`src/rtl/revo_pkg.sv`:
```
`default_nettype none

package revo_pkg;

	// serial word framing, one bit per clock50 cycle
	localparam int word_bits = 8;
	localparam int bit_count_bits = $clog2(word_bits);

	// revolution length in word periods
	// kept short so a simulation covers many revolutions
	localparam int revo_period_words = 20;
	localparam int word_count_bits = $clog2(revo_period_words);

	// internal reset held this long after the external reset drops
	localparam int reset_hold_cycles = 32;
	localparam int hold_count_bits = $clog2(reset_hold_cycles + 1);

	// words shifted out on the two lanes
	localparam logic [word_bits-1:0] clock_pattern = 8'b1010_1010;
	localparam logic [word_bits-1:0] marker_word_on = 8'b1111_1111;
	localparam logic [word_bits-1:0] marker_word_off = 8'b0000_0000;

	// revolution flash length on the led
	localparam int led_stretch_cycles = 64;
	localparam int stretch_count_bits = $clog2(led_stretch_cycles + 1);

	// revolution counter shown on the low leds, wraps at 32
	localparam int revo_count_bits = 5;

	// led bus layout
	localparam int led_bits = 8;
	localparam int led_ready = 7;
	localparam int led_reset = 6;
	localparam int led_revo = 5;
	localparam int led_count_lsb = 0;

endpackage

`default_nettype wire

```
`src/rtl/reset_sequencer.sv`:
```
`timescale 1ns/10ps
`default_nettype none

module reset_sequencer
	import revo_pkg::*;
(
	input wire clock50,
	input wire reset,
	output logic sys_reset
);

	// remaining hold cycles after the external reset falls
	logic [hold_count_bits-1:0] hold_count;
	logic hold_active;

	assign hold_active = (hold_count != '0);

	// counter reloads for as long as reset is high,
	// then runs down once reset is sampled low
	always_ff @(posedge clock50) begin
		if (reset) begin
			hold_count <= hold_count_bits'(reset_hold_cycles);
		end else if (hold_active) begin
			hold_count <= hold_count - 1'b1;
		end
	end

	// sys_reset follows the count value seen before the decrement,
	// so it drops on the edge where the counter is already zero
	always_ff @(posedge clock50) begin
		if (reset) begin
			sys_reset <= 1'b1;
		end else if (hold_active) begin
			sys_reset <= 1'b1;
		end else begin
			sys_reset <= 1'b0;
		end
	end

endmodule

`default_nettype wire

```
`src/rtl/dual_lane_serializer.sv`:
```
`timescale 1ns/10ps
`default_nettype none

module dual_lane_serializer
	import revo_pkg::*;
(
	input wire clock50,
	input wire sys_reset,
	input wire [word_bits-1:0] marker_word,
	output logic word_tick,
	output logic clock_lane,
	output logic marker_lane
);

	// bit position inside the current word
	logic [bit_count_bits-1:0] bit_count;

	// shift registers for the two lanes
	logic [word_bits-1:0] clock_shift;
	logic [word_bits-1:0] marker_shift;

	localparam logic [bit_count_bits-1:0] last_bit =
		bit_count_bits'(word_bits - 1);

	// free-running bit counter frames the words
	always_ff @(posedge clock50) begin
		if (sys_reset) begin
			bit_count <= '0;
		end else begin
			bit_count <= bit_count + 1'b1;
		end
	end

	// one cycle pulse on the last bit of each word
	assign word_tick = (bit_count == last_bit);

	// clock lane
	// reloads the fixed pattern at every word boundary
	always_ff @(posedge clock50) begin
		if (sys_reset) begin
			clock_shift <= '0;
		end else if (word_tick) begin
			clock_shift <= clock_pattern;
		end else begin
			clock_shift <= {clock_shift[word_bits-2:0], 1'b0};
		end
	end

	// marker lane
	// takes whatever word the generator holds at the tick
	always_ff @(posedge clock50) begin
		if (sys_reset) begin
			marker_shift <= '0;
		end else if (word_tick) begin
			marker_shift <= marker_word;
		end else begin
			marker_shift <= {marker_shift[word_bits-2:0], 1'b0};
		end
	end

	// msb first on both lanes
	assign clock_lane = clock_shift[word_bits-1];
	assign marker_lane = marker_shift[word_bits-1];

	// both registers are zero until the first load,
	// so the lanes stay low through reset and the first word period
	// a loaded word shows bit 7 in the cycle right after the tick edge

endmodule

`default_nettype wire

```
`src/rtl/revo_marker_generator.sv`:
```
`timescale 1ns/10ps
`default_nettype none

module revo_marker_generator
	import revo_pkg::*;
(
	input wire clock50,
	input wire sys_reset,
	input wire word_tick,
	output logic [word_bits-1:0] marker_word,
	output logic revo_marker
);

	// word periods left until the next revolution start
	logic [word_count_bits-1:0] word_count;
	logic revo_start;

	localparam logic [word_count_bits-1:0] word_count_reload =
		word_count_bits'(revo_period_words - 1);

	// the revolution begins on the tick where the count has run out
	assign revo_start = (word_count == '0);

	// word period down-counter
	always_ff @(posedge clock50) begin
		if (sys_reset) begin
			word_count <= word_count_reload;
		end else if (word_tick) begin
			if (revo_start) begin
				word_count <= word_count_reload;
			end else begin
				word_count <= word_count - 1'b1;
			end
		end
	end

	// marker word for the serializer
	// held for one full word period so the next tick samples it
	always_ff @(posedge clock50) begin
		if (sys_reset) begin
			marker_word <= marker_word_off;
		end else if (word_tick) begin
			if (revo_start) begin
				marker_word <= marker_word_on;
			end else begin
				marker_word <= marker_word_off;
			end
		end
	end

	// revolution level, high for the same word period
	always_ff @(posedge clock50) begin
		if (sys_reset) begin
			revo_marker <= 1'b0;
		end else if (word_tick) begin
			revo_marker <= revo_start;
		end
	end

	// first rise lands at the end of the 20th tick after reset,
	// and then repeats every revo_period_words ticks
	// the level stays up for word_bits cycles each time

endmodule

`default_nettype wire

```
`src/rtl/status_indicator.sv`:
```
`timescale 1ns/10ps
`default_nettype none

module status_indicator
	import revo_pkg::*;
(
	input wire clock50,
	input wire sys_reset,
	input wire word_tick,
	input wire revo_marker,
	output logic [led_bits-1:0] leds
);

	logic revo_marker_d;
	logic revo_rise;
	logic ready;
	logic [stretch_count_bits-1:0] stretch_count;
	logic [revo_count_bits-1:0] revo_count;
	logic revo_flash;

	// edge detect on the revolution level
	always_ff @(posedge clock50) begin
		if (sys_reset) begin
			revo_marker_d <= 1'b0;
		end else begin
			revo_marker_d <= revo_marker;
		end
	end

	assign revo_rise = revo_marker & ~revo_marker_d;

	// ready once the serializer has framed its first word
	always_ff @(posedge clock50) begin
		if (sys_reset) begin
			ready <= 1'b0;
		end else if (word_tick) begin
			ready <= 1'b1;
		end
	end

	// flash stretcher, retriggered by every revolution start
	always_ff @(posedge clock50) begin
		if (sys_reset) begin
			stretch_count <= '0;
		end else if (revo_rise) begin
			stretch_count <= stretch_count_bits'(led_stretch_cycles);
		end else if (stretch_count != '0) begin
			stretch_count <= stretch_count - 1'b1;
		end
	end

	assign revo_flash = (stretch_count != '0);

	// revolution count, wraps naturally
	always_ff @(posedge clock50) begin
		if (sys_reset) begin
			revo_count <= '0;
		end else if (revo_rise) begin
			revo_count <= revo_count + 1'b1;
		end
	end

	// led bus
	always_comb begin
		leds = '0;
		leds[led_ready] = ready;
		leds[led_reset] = sys_reset;
		leds[led_revo] = revo_flash;
		leds[led_count_lsb +: revo_count_bits] = revo_count;
	end

endmodule

`default_nettype wire

```
`src/rtl/revo_timing_top.sv`:
```
`timescale 1ns/10ps
`default_nettype none

module revo_timing_top
	import revo_pkg::*;
(
	input wire clock50,
	input wire reset,
	output logic clock_lane,
	output logic marker_lane,
	output logic revo_marker,
	output logic [led_bits-1:0] leds
);

	// internal reset, stretched past the external one
	wire sys_reset;

	// word framing strobe from the serializer
	wire word_tick;

	// word handed from the generator to the marker lane
	wire [word_bits-1:0] marker_word;

	reset_sequencer reset_sequencer_inst (
		.clock50(clock50),
		.reset(reset),
		.sys_reset(sys_reset)
	);

	// the serializer sets the word period for the whole chain
	dual_lane_serializer dual_lane_serializer_inst (
		.clock50(clock50),
		.sys_reset(sys_reset),
		.marker_word(marker_word),
		.word_tick(word_tick),
		.clock_lane(clock_lane),
		.marker_lane(marker_lane)
	);

	revo_marker_generator revo_marker_generator_inst (
		.clock50(clock50),
		.sys_reset(sys_reset),
		.word_tick(word_tick),
		.marker_word(marker_word),
		.revo_marker(revo_marker)
	);

	// leds read the revolution level straight off the top output
	status_indicator status_indicator_inst (
		.clock50(clock50),
		.sys_reset(sys_reset),
		.word_tick(word_tick),
		.revo_marker(revo_marker),
		.leds(leds)
	);

endmodule

`default_nettype wire

```
`config.mk`:
```
export PLATFORM = sky130hd
export DESIGN_NAME = revo_timing_top
export DESIGN_NICKNAME = d
export VERILOG_FILES = /design/src/rtl/revo_pkg.sv /design/src/rtl/reset_sequencer.sv /design/src/rtl/dual_lane_serializer.sv /design/src/rtl/revo_marker_generator.sv /design/src/rtl/status_indicator.sv /design/src/rtl/revo_timing_top.sv
export SDC_FILE = /design/constraint.sdc
export NUM_CORES = 1
export LEC_CHECK = 0
export BUFFER_PORTS_ARGS = -buffer_cell sky130_fd_sc_hd__buf_4
export CORE_ASPECT_RATIO = 0.7
export CORE_MARGIN = 1
export CORE_UTILIZATION = 40
export CTS_CLUSTER_SIZE = 30
export DETAILED_ROUTE_END_ITERATION = 16
export PLACE_DENSITY = 0.56
export SLEW_MARGIN = 10
export SYNTH_ARGS = -nofsm -noshare
export SYNTH_HDL_FRONTEND = slang
export SYNTH_SLANG_ARGS = --single-unit
```
`constraint.sdc`:
```
create_clock -name clock50 -period 2.1 [get_ports clock50]
set_input_delay 0.525 -clock clock50 [delete_from_list [all_inputs] [get_ports clock50]]
set_output_delay 0.525 -clock clock50 [all_outputs]
set_load 0.05 [all_outputs]
```
; After elaboration in Yosys (flattened, before gate mapping)
; Cells that the tools add are included.
[word_totals]
ff_bits = 54
latchBits = 0
ram_bits = 0
rom_bits = 0
input_bits = 2
out_inout_bits = 11
mem_count = 0
[op_classes]
n_addsub = 5
n_mul = 0
div_mod_pow = 0
order_cmp = 0
eq_ne = 1
n_shift = 0
mux = 7
bitwise = 3
reduce_logical = 7
[ops]
columns = op, n
row1 = 2-to-1 mux 8 bit, 3
row2 = 2-to-1 mux 7 bit, 2
row3 = nonzero test 7 bit, 1
row4 = subtractor 7 x 1 -> 7 bit (second input constant), 1
row5 = nonzero test 6 bit, 1
row6 = OR reduction 2 bit, 3
row7 = subtractor 6 x 1 -> 6 bit (second input constant), 1
row8 = adder 5 x 1 -> 5 bit (second input constant), 1
row9 = logical NOT 5 bit, 1
row10 = 2-to-1 mux 5 bit, 1
row11 = subtractor 5 x 1 -> 5 bit (second input constant), 1
row12 = adder 3 x 1 -> 3 bit (second input constant), 1
row13 = == test 3 bit (second input constant), 1
row14 = NOT 1 bit, 2
row15 = nonzero test 2 bit, 1
row16 = bitwise AND 1 bit, 1
row17 = 2-to-1 mux 1 bit, 1

; Depth between registers and ports, before layout
; Gate-level depths: netlist of the first run.
[logic_depth]
ltp_word = 3
depth_mapped = 7
ltp_nobuf = 6

; Modules after synthesis
; A second synthesis of the first run with hierarchy kept.
[unflattened]
hier_cells = 191
area_unflattened_um2 = 1904.3
[by_module_without_submodules]
columns = module, n_inst, cells_per_inst, area_per_inst_um2, seq_area_each_um2
row1 = status_indicator, 1, 70, 659.4, 280.3
row2 = dual_lane_serializer, 1, 51, 574.3, 360.3
row3 = revo_marker_generator, 1, 37, 342.8, 120.1
row4 = reset_sequencer, 1, 33, 327.8, 140.1

; Worst setup path before layout of the first run
; No wires, ideal clock.
[synth_path]
kind = flip-flop to output port
startpoint = register status_indicator_inst.stretch_count[0]
endpoint = output leds[5]
arrival_ns = 1.467
required_ns = 1.575
setup_slack_ns = 0.108
path_stages_with_launch = 8
path_buffers = 2
cell_sequence = dfxtp_1 inv_1 ha_1 or3b_1 buf_6 nor3_4 inv_2 buf_4
[synth_between]
elab_chain_cells = 1
[synth_rtl]
columns = item, line_no
row1 = start: declaration, status_indicator.sv:17  ; logic [stretch_count_bits-1:0] stretch_count;
row2 = start signal: assignment, status_indicator.sv:46  ; stretch_count <= stretch_count_bits'(led_stretch_cycles);
row3 = start signal: assignment, status_indicator.sv:48  ; stretch_count <= stretch_count - 1'b1;
row4 = nonzero test 7 bit, status_indicator.sv:52  ; assign revo_flash = (stretch_count != '0);
row5 = end: declaration, revo_timing_top.sv:12  ; output logic [led_bits-1:0] leds
; No other way between the ends.

; Worst setup path in the final report of the first run
[layout_path]
startpoint = register status_indicator_inst.stretch_count[1]
endpoint = output leds[5]
; The elaborated chain is that of the path after synthesis.

==> flow_summary.toml, run 1 <==
[power]
leakagePower_nw = 0.858
power_density_nw_per_um2 = 823
combPwrFrac_pct = 15.1
intPower_mw = 1.26
power.share.clock_pct = 29.3
power_switching_uw = 449
swShare_pct = 26.2
peakVddDrop_mv = 0.470
seqPwrFrac_pct = 55.7

[job]
drv_cap = 0

[yosys]
yosysWarnings = 0
syn_area_per_cell_um2 = 9.67
synthFlopType = "dfxtp_1"
synthesis.instances = 183
ys_ff_latch = 45
syn_area_um2 = 1770
yosysSeqAreaShare_pct = 50.9
synth_top_area_cell = "dfxtp_1"
synth_area_leaders = "dfxtp_1 (51%), ha_1 (5.0%), a21oi_1 (3.7%)"
synth_edf_count = 0
synth_cell_types = 43
synth_nets = 192
synth_top_area_share_pct = 50.9
async_flop_share_pct = 0

[floorplan]
dieArea_um2 = 4700
io_pins = 13
die_h_um = 57.6
rows = 19
core_um2 = 4070
die_w_um = 81.5
start_util_pct = 43.5

[route]
ant_nets = 0
drtPass1Iterations = 4
drcViolationCount = 0
vias_per_cell = 5.03
routed_wl_um = 3100
drt_iter0_markers = 60
wire_per_inst_um = 12.0
via_count = 1299

[sta]
finalCritPeriodShare_pct = 101
tns_ns = -0.0171
slew_violations = 0
rsz0062_at_grt = "yes"
setup_viol = 1
tightestPinTransition_ns = 0.723
fmax_mhz = 472
setup_ws_ns = -0.0171
max_slew_margin_pct = 51.1
hold_viol_final = 0
fin_skew_ns = 0.00482
layout_min_cycle_time_ns = 2.12

[cells_and_area]
antenna_cells = 0
layoutNonFillerInstCount = 258
syn_to_final_growth_pct = 17.5
nNetsFinal = 214
drive_above_1_share_pct = 21.4
fill_cells = 366

[clocking]
cts_made_buffers = 5
clockRootBuffer = "clkbuf_8"
insertion_delay_ns = 0.29
cts_tree = "built"
clock_path_buffers = 2
htree_levels = 2
cts.sinks = 45
clkTransAtPathRegs_ns = 0.08
hold_buffers = 0

[run_status]
violations = "setup timing"
outcome = "complete, but fails checks"

[grt]
grt_max_degree = 31
grt_pass1_vias = 1264
gr-total-overflow = 0
grt_pass1_wl_um = 5380
antenna_found_initial = 0
track_usage_pct = 15.4

[critical_path]
crit_fanout = 2
arrival_ns = 1.59
path_class = "flip-flop to output pin"
start_kind = "flip-flop"
cp.required_ns = 1.57
end_kind = "output pin"

[placed_design]
gp_congestion = 0.822
dp_cells = 240
detailed_place_hpwl_um = 2030
io_buffers = 12

[hold_path]
hold_path_class = "flip-flop to flip-flop"
-- area by class of cell --
class	count	area [um^2]	share of cell area [%]
flip-flops and latches	45	903	43.4
multi-input cells	117	791	38.0
repair buffers	26	203	9.75
clock buffers	8	80.1	3.85
well taps	52	65.1	3.13
inverters	10	37.5	1.81
-- critical path, cell delays in order, from the launching register on --
cell and delay [ns]:
dfxtp_2 0.33, inv_2 0.07, ha_4 0.13, or3b_4 0.39, nor3_4 0.15, inv_2 0.08, buf_8 0.15
-- stage by stage --
step	instance area, um^2	hold slack (ns)	setup slack, ns	utilization, %	power (mW)
after floorplan	1770	0.399	0.108	-	1.18
after global placement	1890	0.409	0.220	46.6	1.21
after detailed placement	1890	0.415	0.147	46.6	1.23
after CTS	2070	0.436	-0.00577	50.8	1.73
after global routing	2080	0.443	-0.0792	51.2	1.81
final	2080	0.425	-0.0171	51.2	1.71
-- power groups by stage --
stage               combinational (mW)  sequential (mW)  clock, mW
CTS                              0.259            0.951      0.521
global route                     0.292            0.959      0.560
floorplan                        0.214            0.962          0
finish                           0.258            0.952      0.501
global placement                 0.240            0.968          0
detailed placement               0.257            0.970          0
-- cells in the mapped netlist, drive strengths merged, types with 2 or more instances --
cell type,count
nand2b,10
a21oi,13
o31ai,3
nand2,5
inv,10
nor2,17
buf,5
nor3b,2
ha,7
o21ai,2
a211oi,3
a31oi,2
and3,2
mux2i,2
nor2b,4
dfxtp,45
xnor2,5
and2,5
nor3,10
or3,3
or4b,2
xor2,3
nor4,3
clkbuf,6
or4,2
-- final timing paths --
| check | startpoint | to | slack, ns | cells after the start |
|---|---|---|---|---|
| max reg2reg | status_indicator_inst.stretch_count[1] | status_indicator_inst.stretch_count[1] | 0.10 | 11 |
| min | dual_lane_serializer_inst.bit_count[0] | dual_lane_serializer_inst.bit_count[0] | 0.43 | 1 |
| max | status_indicator_inst.stretch_count[1] | leds[5] | -0.02 | 6 |
| min reg2reg | dual_lane_serializer_inst.bit_count[0] | dual_lane_serializer_inst.bit_count[0] | 0.43 | 1 |
-- cells in the final DEF, fill, tap and decap left out, types with 2 or more instances in the layout --
cell and n:
mux2i_1 2, nor2b_1 4, ha_1 6, a21oi_1 13, a211oi_1 2, nor4_1 3, nand2b_1 10, dfxtp_1 43
o31ai_1 3, buf_4 25, nor2_1 17, a31oi_1 2, nor3_1 9, dfxtp_2 2, inv_2 3, nand2_1 5
or4_1 2, o21ai_0 2, inv_1 7, clkbuf_1 3, nor3b_1 2, and3_1 2, and2_1 5, xor2_1 3
xnor2_1 5, or3_1 2, clkbuf_8 5
-- flip-flops by register name, summed over array words and instances, names as in the netlist --
signal / cells
status_indicator_inst.revo_marker_d: 1
dual_lane_serializer_inst.clock_shift: 7
status_indicator_inst.ready: 1
dual_lane_serializer_inst.bit_count: 3
reset_sequencer_inst.sys_reset: 1
status_indicator_inst.revo_count: 5
revo_marker_generator_inst.word_count: 5
status_indicator_inst.stretch_count: 7
reset_sequencer_inst.hold_count: 6
dual_lane_serializer_inst.marker_shift: 8
revo_marker_generator_inst.marker_word: 1
-- routing by layer --
metal,routed length [um],track usage [%]
met1,1490,17.7
met2,1430,25.8
met3,115,4.25
met4,63,8.67
met5,0,0
-- logic make-up after synthesis --
group | Yosys count | share of synthesized area, %
simple gates | 70 | 22.8
flops | 45 | 50.9
compound gates | 30 | 10.7
buf+inv | 21 | 5.52
xor+xnor | 8 | 3.96
fa+ha+maj | 7 | 4.95
mux | 2 | 1.13
-- what timing repair did --
action / CTS / global route
setup buffers: 9 / 1
resized for setup: 9 / 1
cloned: 0 / 0
endpoints found under the setup margin: 1 / 2
pin swaps: 2 / 1
(Power assumes the default switching activity.)
==> run 2, diff against run 1 <==
SLEW_MARGIN = 20   (was 10)
TNS_END_PERCENT = 10   (was not set)
==> flow_summary.toml, run 2 (synthesis results as in run 1) <==
[cells_and_area]
drive_above_1_share_pct = 21.0
final_util_pct = 51.0
final_common_cell = "dfxtp_1"
fill_cells = 369
syn_to_final_growth_pct = 17.1
largest_reg_flops = 8
nNetsFinal = 213
antenna_cells = 0
reg_top3 = "dual_lane_serializer_inst.marker_shift x8, dual_lane_serializer_inst.clock_shift x7, status_indicator_inst.stretch_count x7"
regMostFlops = "dual_lane_serializer_inst.marker_shift"
final_cell_mix = "dfxtp_1 (43), buf_4 (24), nor2_1 (17), a21oi_1 (13), nand2b_1 (10)"

[clocking]
hold_buffers = 0
clock_path_buffers = 2
cts_made_buffers = 5
cts.sinks = 45
insertion_delay_ns = 0.29
cts_tree = "built"
clockRootBuffer = "clkbuf_8"
htree_levels = 2
clkTransAtPathRegs_ns = 0.07

[sta]
holdWs_ns = 0.425
hold_viol_final = 0
slew_violations = 0
tns_ns = -0.0319
rsz0062_at_grt = "yes"
finalCritPeriodShare_pct = 102
layout_min_cycle_time_ns = 2.13
fin_skew_ns = 0.00432
tightestPinTransition_ns = 0.723
max_slew_margin_pct = 51.1
fmax_mhz = 469
setup_viol = 1
setup_ws_ns = -0.0319

[power]
power_density_nw_per_um2 = 824
leakagePower_nw = 0.854
peakVddDrop_mv = 0.469

[floorplan]
core_um2 = 4070
start_util_pct = 43.5
dieArea_um2 = 4700
die_h_um = 57.6
rows = 19
die_w_um = 81.5
io_pins = 13

[critical_path]
crit_chain = "inv_2, ha_4, or3b_4, nor3_4, inv_2, buf_8"
crit_fanout = 2
path_class = "flip-flop to output pin"
max_stage_delay_ns = 0.39
start_kind = "flip-flop"
cp.required_ns = 1.57
r2r_start = "status_indicator_inst.stretch_count[1]"
crit_family = "simple AND/OR/NAND/NOR gates"
arrival_ns = 1.61
end_kind = "output pin"
slowest_stage = "or3b_4"
worst_path_most_repeated_cell = "inv_2"
crit_start = "status_indicator_inst.stretch_count[1]"
crit_buf_inv = 3

[placed_design]
io_buffers = 12
gp_congestion = 0.822
detailed_place_hpwl_um = 2030
dp_slack_ns = 0.147

[route]
via_count = 1297
met3_length_um = 120
drcViolationCount = 0
routed-wl-met2_um = 1430
top_layer_used = "met4"
vias_per_cell = 5.05
drtPass1Iterations = 4
wire_per_inst_um = 12.0
routed_wl_um = 3090
ant_nets = 0
m1WireLength_um = 1480
drt_iter0_markers = 60

[grt]
gr-total-overflow = 0
track_usage_pct = 15.4
grt_pass1_wl_um = 5380
grt_pass1_vias = 1264
grt_max_degree = 31
antenna_found_initial = 0

[run_status]
outcome = "complete, but fails checks"
violations = "setup timing"

[hold_path]
hp-start = "dual_lane_serializer_inst.bit_count[0]"
hold_path_class = "flip-flop to flip-flop"

[job]
drv_cap = 0
==> run 2: path summary, 6_finish.rpt <==
kind                                                  to  slack, ns  cells after the start
hold / removal    dual_lane_serializer_inst.bit_count[0]       0.42                      1
hold reg to reg   dual_lane_serializer_inst.bit_count[0]       0.42                      1
setup reg to reg  status_indicator_inst.stretch_count[1]       0.08                     11
setup / recovery                                 leds[5]      -0.03                      6
==> run 2: report_power, final <==
group,switching [mW],internal (mW),leakage [nW]
registers,0.0456,0.906,0.365
clock network,0.261,0.236,0.0395
logic,0.138,0.119,0.450
total,0.445,1.26,0.854
==> run 2: final cells by class <==
class                   instances  area, um^2  share of cell area [%]
clock buffers                   8        80.1                    3.86
inverters                      10        37.5                    1.81
multi-input cells             117         791                    38.2
flip-flops and latches         45         903                    43.6
well taps                      52        65.1                    3.14
repair buffers                 25         195                    9.42
==> run 2: timing repair <==
action | in CTS | in global routing
resized for setup | 9 | 1
pin swaps | 2 | 1
endpoints found under the setup margin | 1 | 2
buffers inserted | 9 | 0
==> run 2: through the flow <==
stage          power, mW  cell area (um^2)  instances
2_1_floorplan       1.18              1770        183
3_3_place_gp        1.21              1890        240
3_5_place_dp        1.23              1890        240
4_1_cts             1.73              2070        257
5_1_grt             1.81              2070        257
6_report            1.71              2070        257
==> run 2: per-layer routing <==
metal	GRT usage, %	up-vias
met4	8.67	0
met2	25.8	18
met5	0	-
li1	-	662
met1	17.7	609
met3	4.25	8
==> run 3, diff against run 2 <==
CTS_CLUSTER_DIAMETER = 50   (was not set)
PLACE_DENSITY = not set   (was 0.56)
==> flow_summary.toml, run 3 (synthesis results as in run 1) <==
[run_status]
outcome = "completed"

[route]
ant_nets = 0
via_count = 1324
vias_per_cell = 5.07
drt_iter0_markers = 127
drtPass1Iterations = 4
drcViolationCount = 0
wire_per_inst_um = 13.1
routed_wl_um = 3420

[cells_and_area]
multiInputGateArea_um2 = 791
antenna_cells = 0
final_cell_mix = "dfxtp_1 (43), buf_4 (28), nor2_1 (17), a21oi_1 (13), nand2b_1 (10)"
nNetsFinal = 217
drive_above_1_share_pct = 23.4
largest_reg_flops = 8
layoutNonFillerInstCount = 261
reg_top3 = "dual_lane_serializer_inst.marker_shift x8, dual_lane_serializer_inst.clock_shift x7, status_indicator_inst.stretch_count x7"
syn_to_final_growth_pct = 19.0
fill_cells = 360
register_area_um2 = 903
final_common_cell = "dfxtp_1"
regMostFlops = "dual_lane_serializer_inst.marker_shift"
design_area_um2 = 2100

[floorplan]
core_um2 = 4070
rows = 19
die_h_um = 57.6
start_util_pct = 43.5
die_w_um = 81.5
io_pins = 13
dieArea_um2 = 4700

[critical_path]
cp.required_ns = 1.57
r2r_cells = 11
arrival_ns = 1.56
r2r-end = "status_indicator_inst.stretch_count[1]"
endpoint = "leds[5]"
timing.reg2reg.setup_slack_ns = 0.10
r2r_start = "status_indicator_inst.stretch_count[1]"
crit_fanout = 2
end_kind = "output pin"
path_class = "flip-flop to output pin"
start_kind = "flip-flop"
crit_start = "status_indicator_inst.stretch_count[1]"

[power]
power_switching_uw = 463
leakagePower_nw = 0.876
swShare_pct = 27.0
peakVddDrop_mv = 0.544
power_mw = 1.72
power_density_nw_per_um2 = 817
power.share.clock_pct = 29.6
combPwrFrac_pct = 14.7
seqPwrFrac_pct = 55.7
intPower_mw = 1.26

[clocking]
hold_buffers = 0
insertion_delay_ns = 0.30
clock_path_buffers = 2
clkTransAtPathRegs_ns = 0.07
cts.sinks = 45
clockRootBuffer = "clkbuf_8"
cts_made_buffers = 5
htree_levels = 2
cts_tree = "built"

[grt]
track_usage_pct = 17.0
grt_pass1_vias = 1313
antenna_found_initial = 0
grt_pass1_wl_um = 5880
gr-total-overflow = 0
grt_max_degree = 24

[sta]
finalCritPeriodShare_pct = 99.3
fin_skew_ns = 0.0131
tightestPinTransition_ns = 0.707
slew_violations = 0
hold_viol_final = 0
setup_viol = 0
max_slew_margin_pct = 52.2
rsz0062_at_grt = "yes"
setup_ws_ns = 0.0142
layout_min_cycle_time_ns = 2.09
fmax_mhz = 479

[hold_path]
hold_path_class = "flip-flop to flip-flop"

[placed_design]
dp_cells = 240
gp_congestion = 0.799
io_buffers = 12
detailed_place_hpwl_um = 2260
dp_slack_ns = 0.155
placed_area_um2 = 1890

[job]
drv_cap = 0
==> run 3: cell count changes in the layout (fill, tap and decap cells not counted) <==
cell and change:
buf_4 +4, clkbuf_1 -2, clkinv_2 +2
==> run 3: routing by layer <==
| layer | up-vias | wire length, um | global-route usage [%] |
|---|---|---|---|
| met5 | - | 0 | 0 |
| met4 | 0 | 28 | 5.61 |
| met3 | 4 | 125 | 7.09 |
| met2 | 16 | 1610 | 27.4 |
| met1 | 637 | 1660 | 20.6 |
| li1 | 667 | - | - |
==> run 3: worst min-delay path by stage <==
stage	from	cells after the start	endpoint
floorplan	dual_lane_serializer_inst.bit_count[0]	1	dual_lane_serializer_inst.bit_count[0]
global placement	dual_lane_serializer_inst.bit_count[0]	1	dual_lane_serializer_inst.bit_count[0]
detailed placement	dual_lane_serializer_inst.bit_count[0]	1	dual_lane_serializer_inst.bit_count[0]
CTS	dual_lane_serializer_inst.bit_count[0]	1	dual_lane_serializer_inst.bit_count[0]
global route	reset	2	reset_sequencer_inst.hold_count[2]
finish	dual_lane_serializer_inst.bit_count[0]	1	dual_lane_serializer_inst.bit_count[0]
==> run 3: repair_timing <==
item	CTS	global route
hold endpoints to repair	0	0
gates cloned	0	0
setup buffers	13	0
pin swaps	2	0
resized for setup	8	2
endpoints found under the setup margin	1	2
==> run 3: power by group through the flow <==
| stage | sequential, mW | clock (mW) | combinational, mW |
|---|---|---|---|
| final | 0.957 | 0.509 | 0.253 |
| after CTS | 0.956 | 0.528 | 0.254 |
| after floorplan | 0.962 | 0 | 0.214 |
| after detailed placement | 0.976 | 0 | 0.252 |
| after global routing | 0.969 | 0.584 | 0.278 |
| after global placement | 0.973 | 0 | 0.231 |
==> run 3: stage by stage <==
step	TNS [ns]	utilization, %	hold WS [ns]
CTS	0	51.6	0.432
floorplan	0	-	0.399
finish	0	51.8	0.435
detailed placement	0	46.6	0.421
global placement	0	46.6	0.408
global route	-0.0778	51.8	0.427
==> run 3: critical path: stages, from the launching register on <==
cell,delay [ns]
dfxtp_2,0.33
inv_2,0.07
ha_4,0.13
or3b_4,0.39
nor3_4,0.14
inv_2,0.07
buf_8,0.15
==> run 3: cell type report <==
class,count,share of cell area (%)
multi-input cells,117,37.6
clock inverters,2,0.476
repair buffers,29,10.7
clock buffers,6,3.45
flip-flops and latches,45,42.9
inverters,10,1.78
well taps,52,3.09
